## src/source/motion_pkg.sv

```systemverilog
package motion_pkg;

  // Axis and ring sizing
  localparam int NUM_AXES   = 3;
  localparam int MOVE_SLOTS = 4;  // Slots per axis ring
  localparam int SLOT_BITS  = 2;  // log2 of MOVE_SLOTS
  localparam int AXIS_BITS  = 2;  // Wide enough for NUM_AXES

  // Move length in ticks
  typedef logic [31:0] duration_t;

  // Signed rate and rate increment
  typedef logic signed [31:0] rate_t;

  // Signed substep accumulator
  typedef logic signed [31:0] accum_t;

  // Clock cycles per tick, minus one
  typedef logic [7:0] divisor_t;

  typedef logic [SLOT_BITS-1:0] slot_t;  // Slot within a ring
  typedef logic [AXIS_BITS-1:0] axis_t;  // Axis number

  // Move memory address, axis in the upper bits
  typedef logic [AXIS_BITS+SLOT_BITS-1:0] addr_t;

  // Taken off the accumulator on every step
  // Just under max positive, leaves headroom for the rate
  localparam accum_t STEP_ROLLBACK = 32'h7fffff9b;

  // Per axis DDA states
  typedef enum logic [1:0] {
    IDLE,      // Waiting for a pending slot
    FETCH,     // Requesting the memory port
    WAIT_RSP,  // Granted, record on its way
    RUN        // Ticking through the move
  } axis_state_t;

endpackage

```

## src/source/move_queue.sv

```systemverilog
`timescale 1ns/100ps

module move_queue
  import motion_pkg::*;
(
  input  logic                                 CLK,
  input  logic                                 resetn,
  input  logic                                 halt,
  input  logic                                 cmd_valid,
  output logic                                 cmd_ready,
  input  axis_t                                cmd_axis,
  input  duration_t                            cmd_duration,
  input  rate_t                                cmd_rate,
  input  rate_t                                cmd_accel,
  input  logic [NUM_AXES-1:0][MOVE_SLOTS-1:0] stepfinished,
  output logic [NUM_AXES-1:0][MOVE_SLOTS-1:0] stepready,
  output slot_t [NUM_AXES-1:0]                 write_ind,
  output logic                                 wr_en,
  output addr_t                                wr_addr,
  output duration_t                            wr_duration,
  output rate_t                                wr_rate,
  output rate_t                                wr_accel
);

  slot_t sel_ind;   // Write cursor of the addressed axis
  logic  sel_full;  // Slot under the cursor still owned by the axis
  logic  axis_ok;   // Axis number in range
  logic  accept;

  // Pick the ring the command targets
  always_comb begin
    sel_ind  = '0;
    sel_full = 1'b0;
    axis_ok  = 1'b0;
    for (int a = 0; a < NUM_AXES; a++) begin
      if (cmd_axis == axis_t'(a)) begin
        axis_ok  = 1'b1;
        sel_ind  = write_ind[a];
        sel_full = stepready[a][write_ind[a]] ^ stepfinished[a][write_ind[a]];
      end
    end
  end

  assign cmd_ready = !halt && !sel_full;  // Hold off host on full ring or halt
  assign accept    = cmd_valid && cmd_ready;

  // Bad axis numbers are consumed and dropped
  assign wr_en       = accept && axis_ok;
  assign wr_addr     = {cmd_axis, sel_ind};
  assign wr_duration = cmd_duration;
  assign wr_rate     = cmd_rate;
  assign wr_accel    = cmd_accel;

  // Ready toggle marks the slot as pending for the axis
  always_ff @(posedge CLK) begin
    if (resetn) begin
      stepready <= '0;
      write_ind <= '0;
    end else if (wr_en) begin
      for (int a = 0; a < NUM_AXES; a++) begin
        if (cmd_axis == axis_t'(a)) begin
          stepready[a][sel_ind] <= ~stepready[a][sel_ind];
          write_ind[a]          <= sel_ind + 1'b1;  // Wraps around the ring
        end
      end
    end
  end

endmodule

```

## src/source/move_buffer.sv

```systemverilog
`timescale 1ns/100ps

module move_buffer
  import motion_pkg::*;
(
  input  logic      CLK,
  input  logic      wr_en,
  input  addr_t     wr_addr,
  input  duration_t wr_duration,
  input  rate_t     wr_rate,
  input  rate_t     wr_accel,
  input  logic      rd_en,
  input  addr_t     rd_addr,
  output duration_t rd_duration,
  output rate_t     rd_rate,
  output rate_t     rd_accel
);

  // One entry per slot of every axis ring
  duration_t dur_mem   [NUM_AXES*MOVE_SLOTS];
  rate_t     rate_mem  [NUM_AXES*MOVE_SLOTS];
  rate_t     accel_mem [NUM_AXES*MOVE_SLOTS];

  // Host side write
  always_ff @(posedge CLK) begin
    if (wr_en) begin
      dur_mem[wr_addr]   <= wr_duration;
      rate_mem[wr_addr]  <= wr_rate;
      accel_mem[wr_addr] <= wr_accel;
    end
  end

  // Registered read, data valid the cycle after rd_en
  // Old data wins on a same address collision
  always_ff @(posedge CLK) begin
    if (rd_en) begin
      rd_duration <= dur_mem[rd_addr];
      rd_rate     <= rate_mem[rd_addr];
      rd_accel    <= accel_mem[rd_addr];
    end
  end

endmodule

```

## src/source/move_arbiter.sv

```systemverilog
`timescale 1ns/100ps

module move_arbiter
  import motion_pkg::*;
(
  input  logic                  CLK,
  input  logic                  resetn,
  input  logic [NUM_AXES-1:0]   req_valid,
  output logic [NUM_AXES-1:0]   req_ready,
  input  addr_t [NUM_AXES-1:0]  req_addr,
  output logic                  rd_en,
  output addr_t                 rd_addr,
  output logic [NUM_AXES-1:0]   rsp_valid
);

  axis_t last_gnt;  // Most recent winner
  axis_t gnt_idx;   // Winner this cycle
  logic  found;     // Any request granted

  // Search starts one past the last winner
  always_comb begin
    int c;
    found   = 1'b0;
    gnt_idx = '0;
    for (int k = 1; k <= NUM_AXES; k++) begin
      c = (int'(last_gnt) + k) % NUM_AXES;
      if (!found && req_valid[c]) begin
        found   = 1'b1;
        gnt_idx = axis_t'(c);
      end
    end
  end

  // One hot grant back to the axes
  always_comb begin
    req_ready = '0;
    if (found)
      req_ready[gnt_idx] = 1'b1;
  end

  assign rd_en   = found;              // Memory read only on a grant
  assign rd_addr = req_addr[gnt_idx];

  always_ff @(posedge CLK) begin
    if (resetn) begin
      last_gnt  <= axis_t'(NUM_AXES - 1);  // Axis 0 goes first
      rsp_valid <= '0;
    end else begin
      // Read data lands next cycle, steer valid to the owner
      rsp_valid <= req_ready;
      if (found)
        last_gnt <= gnt_idx;
    end
  end

endmodule

```

## src/source/dda_axis.sv

```systemverilog
`timescale 1ns/100ps

module dda_axis
  import motion_pkg::*;
#(
  parameter int AXIS = 0  // Axis number, upper bits of the fetch address
) (
  input  logic                  CLK,
  input  logic                  resetn,
  input  logic                  halt,
  input  divisor_t              clock_divisor,
  input  logic [MOVE_SLOTS-1:0] stepready,
  input  slot_t                 write_ind,
  output logic [MOVE_SLOTS-1:0] stepfinished,
  output logic                  req_valid,
  input  logic                  req_ready,
  output addr_t                 req_addr,
  input  logic                  rsp_valid,
  input  duration_t             rsp_duration,
  input  rate_t                 rsp_rate,
  input  rate_t                 rsp_accel,
  output logic                  step,
  output logic                  move_done
);

  axis_state_t state;
  slot_t       read_ind;  // Slot being fetched or run
  duration_t   tickdown;  // Ticks left, zero on the last one
  divisor_t    clkcnt;    // Cycles left to the next tick
  accum_t      accum;     // Substep accumulator
  rate_t       rate_r;    // Current rate
  rate_t       accel_r;   // Rate increment per tick
  accum_t      acc_next;
  logic        pending;
  logic        tick;
  logic        load;      // Record arriving this cycle
  logic        last_tick;

  // Ready and finished differ while the slot holds an unrun move
  assign pending   = stepready[read_ind] ^ stepfinished[read_ind];
  assign tick      = (state == RUN) && (clkcnt == '0);
  assign last_tick = tick && (tickdown == '0);
  assign load      = (state == WAIT_RSP) && rsp_valid;
  assign acc_next  = accum + rate_r;

  assign req_valid = (state == FETCH);
  assign req_addr  = {axis_t'(AXIS), read_ind};

  always_ff @(posedge CLK) begin
    if (resetn) begin
      state        <= IDLE;
      read_ind     <= '0;
      stepfinished <= '0;
      accum        <= '0;
      rate_r       <= '0;
      step         <= 1'b0;
      move_done    <= 1'b0;
    end else begin
      step      <= 1'b0;  // Single cycle pulses
      move_done <= 1'b0;
      if (halt) begin
        // Flush everything queued, accumulator survives
        stepfinished <= stepready;
        read_ind     <= write_ind;
        state        <= IDLE;
      end else begin
        case (state)
          IDLE: begin
            if (pending)
              state <= FETCH;
          end
          FETCH: begin
            if (req_ready)
              state <= WAIT_RSP;
          end
          WAIT_RSP: begin
            if (rsp_valid) begin
              state  <= RUN;
              rate_r <= rsp_rate;
            end
          end
          RUN: begin
            if (tick) begin
              rate_r <= rate_r + accel_r;
              // Positive after the add means a step, roll back now
              if (acc_next > 0) begin
                accum <= acc_next - STEP_ROLLBACK;
                step  <= 1'b1;
              end else begin
                accum <= acc_next;
              end
            end
            if (last_tick) begin
              stepfinished[read_ind] <= ~stepfinished[read_ind];  // Hand slot back
              read_ind               <= read_ind + 1'b1;
              move_done              <= 1'b1;
              state                  <= IDLE;
            end
          end
          default: state <= IDLE;
        endcase
      end
    end
  end

  // Move payload and tick timing, loaded before every use
  always_ff @(posedge CLK) begin
    if (load) begin
      tickdown <= rsp_duration;
      accel_r  <= rsp_accel;
      clkcnt   <= clock_divisor;  // First tick after divisor+1 cycles
    end else if (state == RUN) begin
      if (tick) begin
        clkcnt   <= clock_divisor;
        tickdown <= tickdown - 1'b1;
      end else begin
        clkcnt <= clkcnt - 1'b1;
      end
    end
  end

endmodule

```

## src/source/motion_top.sv

```systemverilog
`timescale 1ns/100ps

module motion_top
  import motion_pkg::*;
(
  input  logic                CLK,
  input  logic                resetn,
  input  logic                halt,
  input  divisor_t            clock_divisor,
  input  logic                cmd_valid,
  output logic                cmd_ready,
  input  axis_t               cmd_axis,
  input  duration_t           cmd_duration,
  input  rate_t               cmd_rate,
  input  rate_t               cmd_accel,
  output logic [NUM_AXES-1:0] step,
  output logic [NUM_AXES-1:0] move_done
);

  // Slot ownership between queue and axes
  logic [NUM_AXES-1:0][MOVE_SLOTS-1:0] stepready;
  logic [NUM_AXES-1:0][MOVE_SLOTS-1:0] stepfinished;
  slot_t [NUM_AXES-1:0]                write_ind;

  // Memory write side
  logic      wr_en;
  addr_t     wr_addr;
  duration_t wr_duration;
  rate_t     wr_rate;
  rate_t     wr_accel;

  // Memory read side, data shared by all axes
  logic      rd_en;
  addr_t     rd_addr;
  duration_t rd_duration;
  rate_t     rd_rate;
  rate_t     rd_accel;

  // Fetch handshake
  logic [NUM_AXES-1:0]  req_valid;
  logic [NUM_AXES-1:0]  req_ready;
  addr_t [NUM_AXES-1:0] req_addr;
  logic [NUM_AXES-1:0]  rsp_valid;

  move_queue u_queue (
    .CLK          (CLK),
    .resetn       (resetn),
    .halt         (halt),
    .cmd_valid    (cmd_valid),
    .cmd_ready    (cmd_ready),
    .cmd_axis     (cmd_axis),
    .cmd_duration (cmd_duration),
    .cmd_rate     (cmd_rate),
    .cmd_accel    (cmd_accel),
    .stepfinished (stepfinished),
    .stepready    (stepready),
    .write_ind    (write_ind),
    .wr_en        (wr_en),
    .wr_addr      (wr_addr),
    .wr_duration  (wr_duration),
    .wr_rate      (wr_rate),
    .wr_accel     (wr_accel)
  );

  move_buffer u_buffer (
    .CLK         (CLK),
    .wr_en       (wr_en),
    .wr_addr     (wr_addr),
    .wr_duration (wr_duration),
    .wr_rate     (wr_rate),
    .wr_accel    (wr_accel),
    .rd_en       (rd_en),
    .rd_addr     (rd_addr),
    .rd_duration (rd_duration),
    .rd_rate     (rd_rate),
    .rd_accel    (rd_accel)
  );

  move_arbiter u_arbiter (
    .CLK       (CLK),
    .resetn    (resetn),
    .req_valid (req_valid),
    .req_ready (req_ready),
    .req_addr  (req_addr),
    .rd_en     (rd_en),
    .rd_addr   (rd_addr),
    .rsp_valid (rsp_valid)
  );

  // One DDA engine per axis
  for (genvar i = 0; i < NUM_AXES; i++) begin : g_axis
    dda_axis #(
      .AXIS (i)
    ) u_axis (
      .CLK           (CLK),
      .resetn        (resetn),
      .halt          (halt),
      .clock_divisor (clock_divisor),
      .stepready     (stepready[i]),
      .write_ind     (write_ind[i]),
      .stepfinished  (stepfinished[i]),
      .req_valid     (req_valid[i]),
      .req_ready     (req_ready[i]),
      .req_addr      (req_addr[i]),
      .rsp_valid     (rsp_valid[i]),
      .rsp_duration  (rd_duration),
      .rsp_rate      (rd_rate),
      .rsp_accel     (rd_accel),
      .step          (step[i]),
      .move_done     (move_done[i])
    );
  end

endmodule

```

## config.mk

```make
export PLATFORM = sky130hd
export DESIGN_NAME = motion_top
export DESIGN_NICKNAME = d
export VERILOG_FILES = /design/src/source/motion_pkg.sv /design/src/source/move_queue.sv /design/src/source/move_buffer.sv /design/src/source/move_arbiter.sv /design/src/source/dda_axis.sv /design/src/source/motion_top.sv
export SDC_FILE = /design/constraint.sdc
export NUM_CORES = 2
export LEC_CHECK = 0
export BUFFER_PORTS_ARGS = -buffer_cell sky130_fd_sc_hd__buf_2
export CAP_MARGIN = 10
export CORE_MARGIN = 5
export CORE_UTILIZATION = 57
export CTS_CLUSTER_SIZE = 12
export DETAILED_ROUTE_END_ITERATION = 16
export MAX_ROUTING_LAYER = met4
export PLACE_DENSITY = 0.76
export SYNTH_ARGS = -nofsm -noshare
export SYNTH_HDL_FRONTEND = slang
export SYNTH_HIERARCHICAL = 1
export SYNTH_SLANG_ARGS = --single-unit
```

## constraint.sdc

```tcl
create_clock -name CLK -period 9.2 [get_ports CLK]
set_input_delay 0 -clock CLK [delete_from_list [all_inputs] [get_ports CLK]]
set_output_delay 0 -clock CLK [all_outputs]
set_load 0.01 [all_outputs]
```

==> flow_summary.yaml <==
power_and_ir_drop:
  intPower_mw: 12.7
  combPwrFrac: 0.063
  p_leak_nw: 29.6
  seqPwrFrac: 0.534
  p_sw_frac: 0.229
  power_density_nw_per_um2: 184
  p_sw_mw: 3.75
  pwr-share-clk: 0.403
  peakVddDrop_v: 0.000224
synth:
  synthDistinctLibCells: 126
  synth_seq_cells: 1709
  async_reset_ff_frac: 0
  syn_area_um2: 81100
  yosys.area.top_type_share: 0.542
  syn_area_per_cell_um2: 13.4
  synth_most_common_cell: "edfxtp_1"
  postSynthCellCount: 6048
  synth_edf_count: 1464
  ys.warnings.count: 6
  synth-seq-area-share: 0.602
  yosys-top-cells-count: "edfxtp_1, nand2_1, nor2_1"
  synth_ff_type: "edfxtp_1"
  synthTopCellsByArea: "edfxtp_1, dfxtp_1, mux4_2"
  synth_top_cell_by_area: "edfxtp_1"
floorplanning:
  die_area_um2: 150000
  start_util: 0.573
  num_rows: 138
  fp.dieH_um: 387
  chipWidth_um: 387
  coreArea_um2: 142000
  io_pins: 117
clocking:
  tritoncts: "done"
  clkSinkCount: 1709
  cts_made_buffers: 176
  post_cts_buffers: 0
  path_clk_slew_ns: 0.06
  clock_latency_ns: 0.82
  cts_root_buf: "clkbuf_16"
  cts.repair.resized: 0
  htree_num_levels: 4
  hold_buffers: 116
  clockBufferDepth: 3
critical_path:
  critPathTopFamily: "buffers and inverters"
  crit_chain: "xor2_1 -> nor3b_1 -> a2111o_1 -> nand2_1 -> a2111oi_0 -> or3b_1 -> nor3_2 -> buf_4 -> buf_4"
  worstPathRequired_ns: 9.62
  cpPeakStageDelay_ns: 0.85
  path_common_cell: "buf_4"
  crit_buf_inv: 2
  crit_type: "flip-flop to flip-flop"
  crit_arrival_ns: 5.35
  cp_max_fo: 49
  start_kind: "flip-flop"
  endpoint_kind: "flip-flop"
  critPathSlowestCell: "a2111oi_0"
placement:
  pre_cts_ws_ns: 4.32
  port_buffers: 116
  gp_congestion: 0.942
  dp_hpwl_um: 125000
  placed_area_um2: 82700
timing:
  hold_viol: 0
  min_period_over_period: 0.536
  finClkSkew_ns: 0.0778
  slew_violations: 0
  hold_slack_ns: 0.0487
  finalSetupTns_ns: 0
  rsz0062_at_grt: "false"
  max_freq_mhz: 203
  worst_slack_ns: 4.27
  relSlewSlack: 0.197
  tightest_slew_ns: 1.20
  setup_viol: 0
  period_minus_slack_ns: 4.93
grt:
  use_met1: 0.348
  globalRouteMet3Util: 0.0504
  grt_pass1_wl_um: 311000
  grt.met2_usage: 0.453
  antenna_found_initial: 30
  grt_max_degree: 136
  grt_pass1_vias: 51443
  grt-ovfl-total: 0
  track_usage: 0.276
  grt_busiest_layer: "met2"
flow_run:
  maxCapViolations: 0
cells_and_area:
  fin_util: 0.630
  multiInputGateArea_um2: 29800
  seq_area_um2: 48900
  syn2layout_area_growth_pct: 9.89
  fillers: 10254
  drive_gt1_frac: 0.120
  final_area_um2: 89200
  nNetsFinal: 6486
route:
  wire_per_inst_um: 25.2
  ant_nets: 0
  viasPerCell: 6.46
  dr.pass1.iters: 8
  drc: 0
  vias: 52577
  wirelength_um: 205000
  drtIter0Drc: 4840
min_path:
  hold_class: "input port to flip-flop"
run_status:
  status: "complete, no violations"
[layout by cell type, fill, tap and decap left out, types with 60 or more instances in the layout]
| cell | count |
|---|---|
| edfxtp_1 | 1464 |
| nand2_1 | 392 |
| nor2_1 | 378 |
| a21oi_1 | 315 |
| o21ai_0 | 263 |
| mux2i_1 | 259 |
| dfxtp_1 | 245 |
| ha_1 | 233 |
| xnor2_1 | 187 |
| mux4_2 | 182 |
| clkbuf_16 | 177 |
| nor3_1 | 129 |
| inv_1 | 124 |
| dlygate4sd3_1 | 116 |
| a211oi_1 | 115 |
| buf_2 | 115 |
| o221ai_1 | 109 |
| nand3_1 | 107 |
| a22oi_1 | 102 |
| xor2_1 | 97 |
| a21o_1 | 64 |
| nor4_1 | 61 |
| and3_1 | 60 |
[layout make-up]
| class | instances | area share |
|---|---|---|
| diodes | 24 | 0.000674 |
| clock buffers | 220 | 0.0517 |
| clock inverters | 51 | 0.00730 |
| inverters | 130 | 0.00547 |
| multi-input cells | 3829 | 0.334 |
| flip-flops and latches | 1709 | 0.548 |
| well taps | 1890 | 0.0265 |
| repair buffers | 291 | 0.0260 |
[flip-flops by register name, indices dropped and copies added (netlist names)]
register and cells:
g_axis.u_axis/tickdown 96, u_buffer/rd_accel 32, u_buffer/rd_rate 32, g_axis.u_axis/step 3, g_axis.u_axis/move_done 3, g_axis.u_axis/state 6
u_queue/write_ind 6, g_axis.u_axis/accel_r 96, u_arbiter/last_gnt 2, u_buffer/rate_mem 384, u_arbiter/rsp_valid 3, g_axis.u_axis/accum 96
g_axis.u_axis/clkcnt 24, u_queue/stepready 12, g_axis.u_axis/read_ind 6, u_buffer/accel_mem 384, u_buffer/dur_mem 384, u_buffer/rd_duration 32
g_axis.u_axis/rate_r 96, g_axis.u_axis/stepfinished 12
[power groups by stage]
stage	Combinational, mW	Sequential, mW	Clock, mW
detailed placement	0.975	8.91	0
CTS	1.03	8.75	6.71
finish	1.03	8.76	6.62
floorplan	0.756	8.77	0
global route	1.10	8.75	7.08
global placement	0.950	8.91	0
[cell families after synthesis]
family | synth area share
AO/OA/AOI/OAI | 0.114
XOR/XNOR | 0.0327
AND/OR/NAND/NOR | 0.0911
adder cells (fa/ha/maj) | 0.0374
flip-flops | 0.602
buffers and inverters | 0.0325
multiplexers | 0.0895
other | 0.000231
[worst register-to-register path, delay by kind of cell (launching register included)]
family          cells  cell delay, ns
buf+inv             2            1.64
compound gates      2            1.25
simple gates        4            1.10
flops               1            0.35
xor+xnor            1            0.18
[per-layer routing]
layer,vias up,wire length (um)
li1,23664,-
met1,26207,79900
met2,2262,101000
met3,444,16700
met4,0,7290
met5,-,0
[metrics by stage]
| stage | total power [mW] | cells |
|---|---|---|
| after floorplan | 9.53 | 6049 |
| after global placement | 9.86 | 7733 |
| after detailed placement | 9.89 | 7733 |
| after CTS | 16.5 | 8120 |
| after global routing | 16.9 | 8143 |
| final | 16.4 | 8144 |
[worst paths after layout]
path                                           start                                      end  slack [ns]  cells past startpoint
min reg2reg  g_axis[2].u_axis/accum[17]$_SDFFE_PP0P_  g_axis[2].u_axis/accum[17]$_SDFFE_PP0P_        0.46                      2
max reg2reg        u_queue/stepready[1]$_SDFFE_PP0P_        u_buffer/dur_mem[0][20]$_DFFE_PP_        4.27                      9
min                                  cmd_duration[0]         u_buffer/dur_mem[6][0]$_DFFE_PP_        0.05                      2
max                u_queue/stepready[1]$_SDFFE_PP0P_        u_buffer/dur_mem[0][20]$_DFFE_PP_        4.27                      9
No activity file was read; power rests on OpenSTA's default activity.
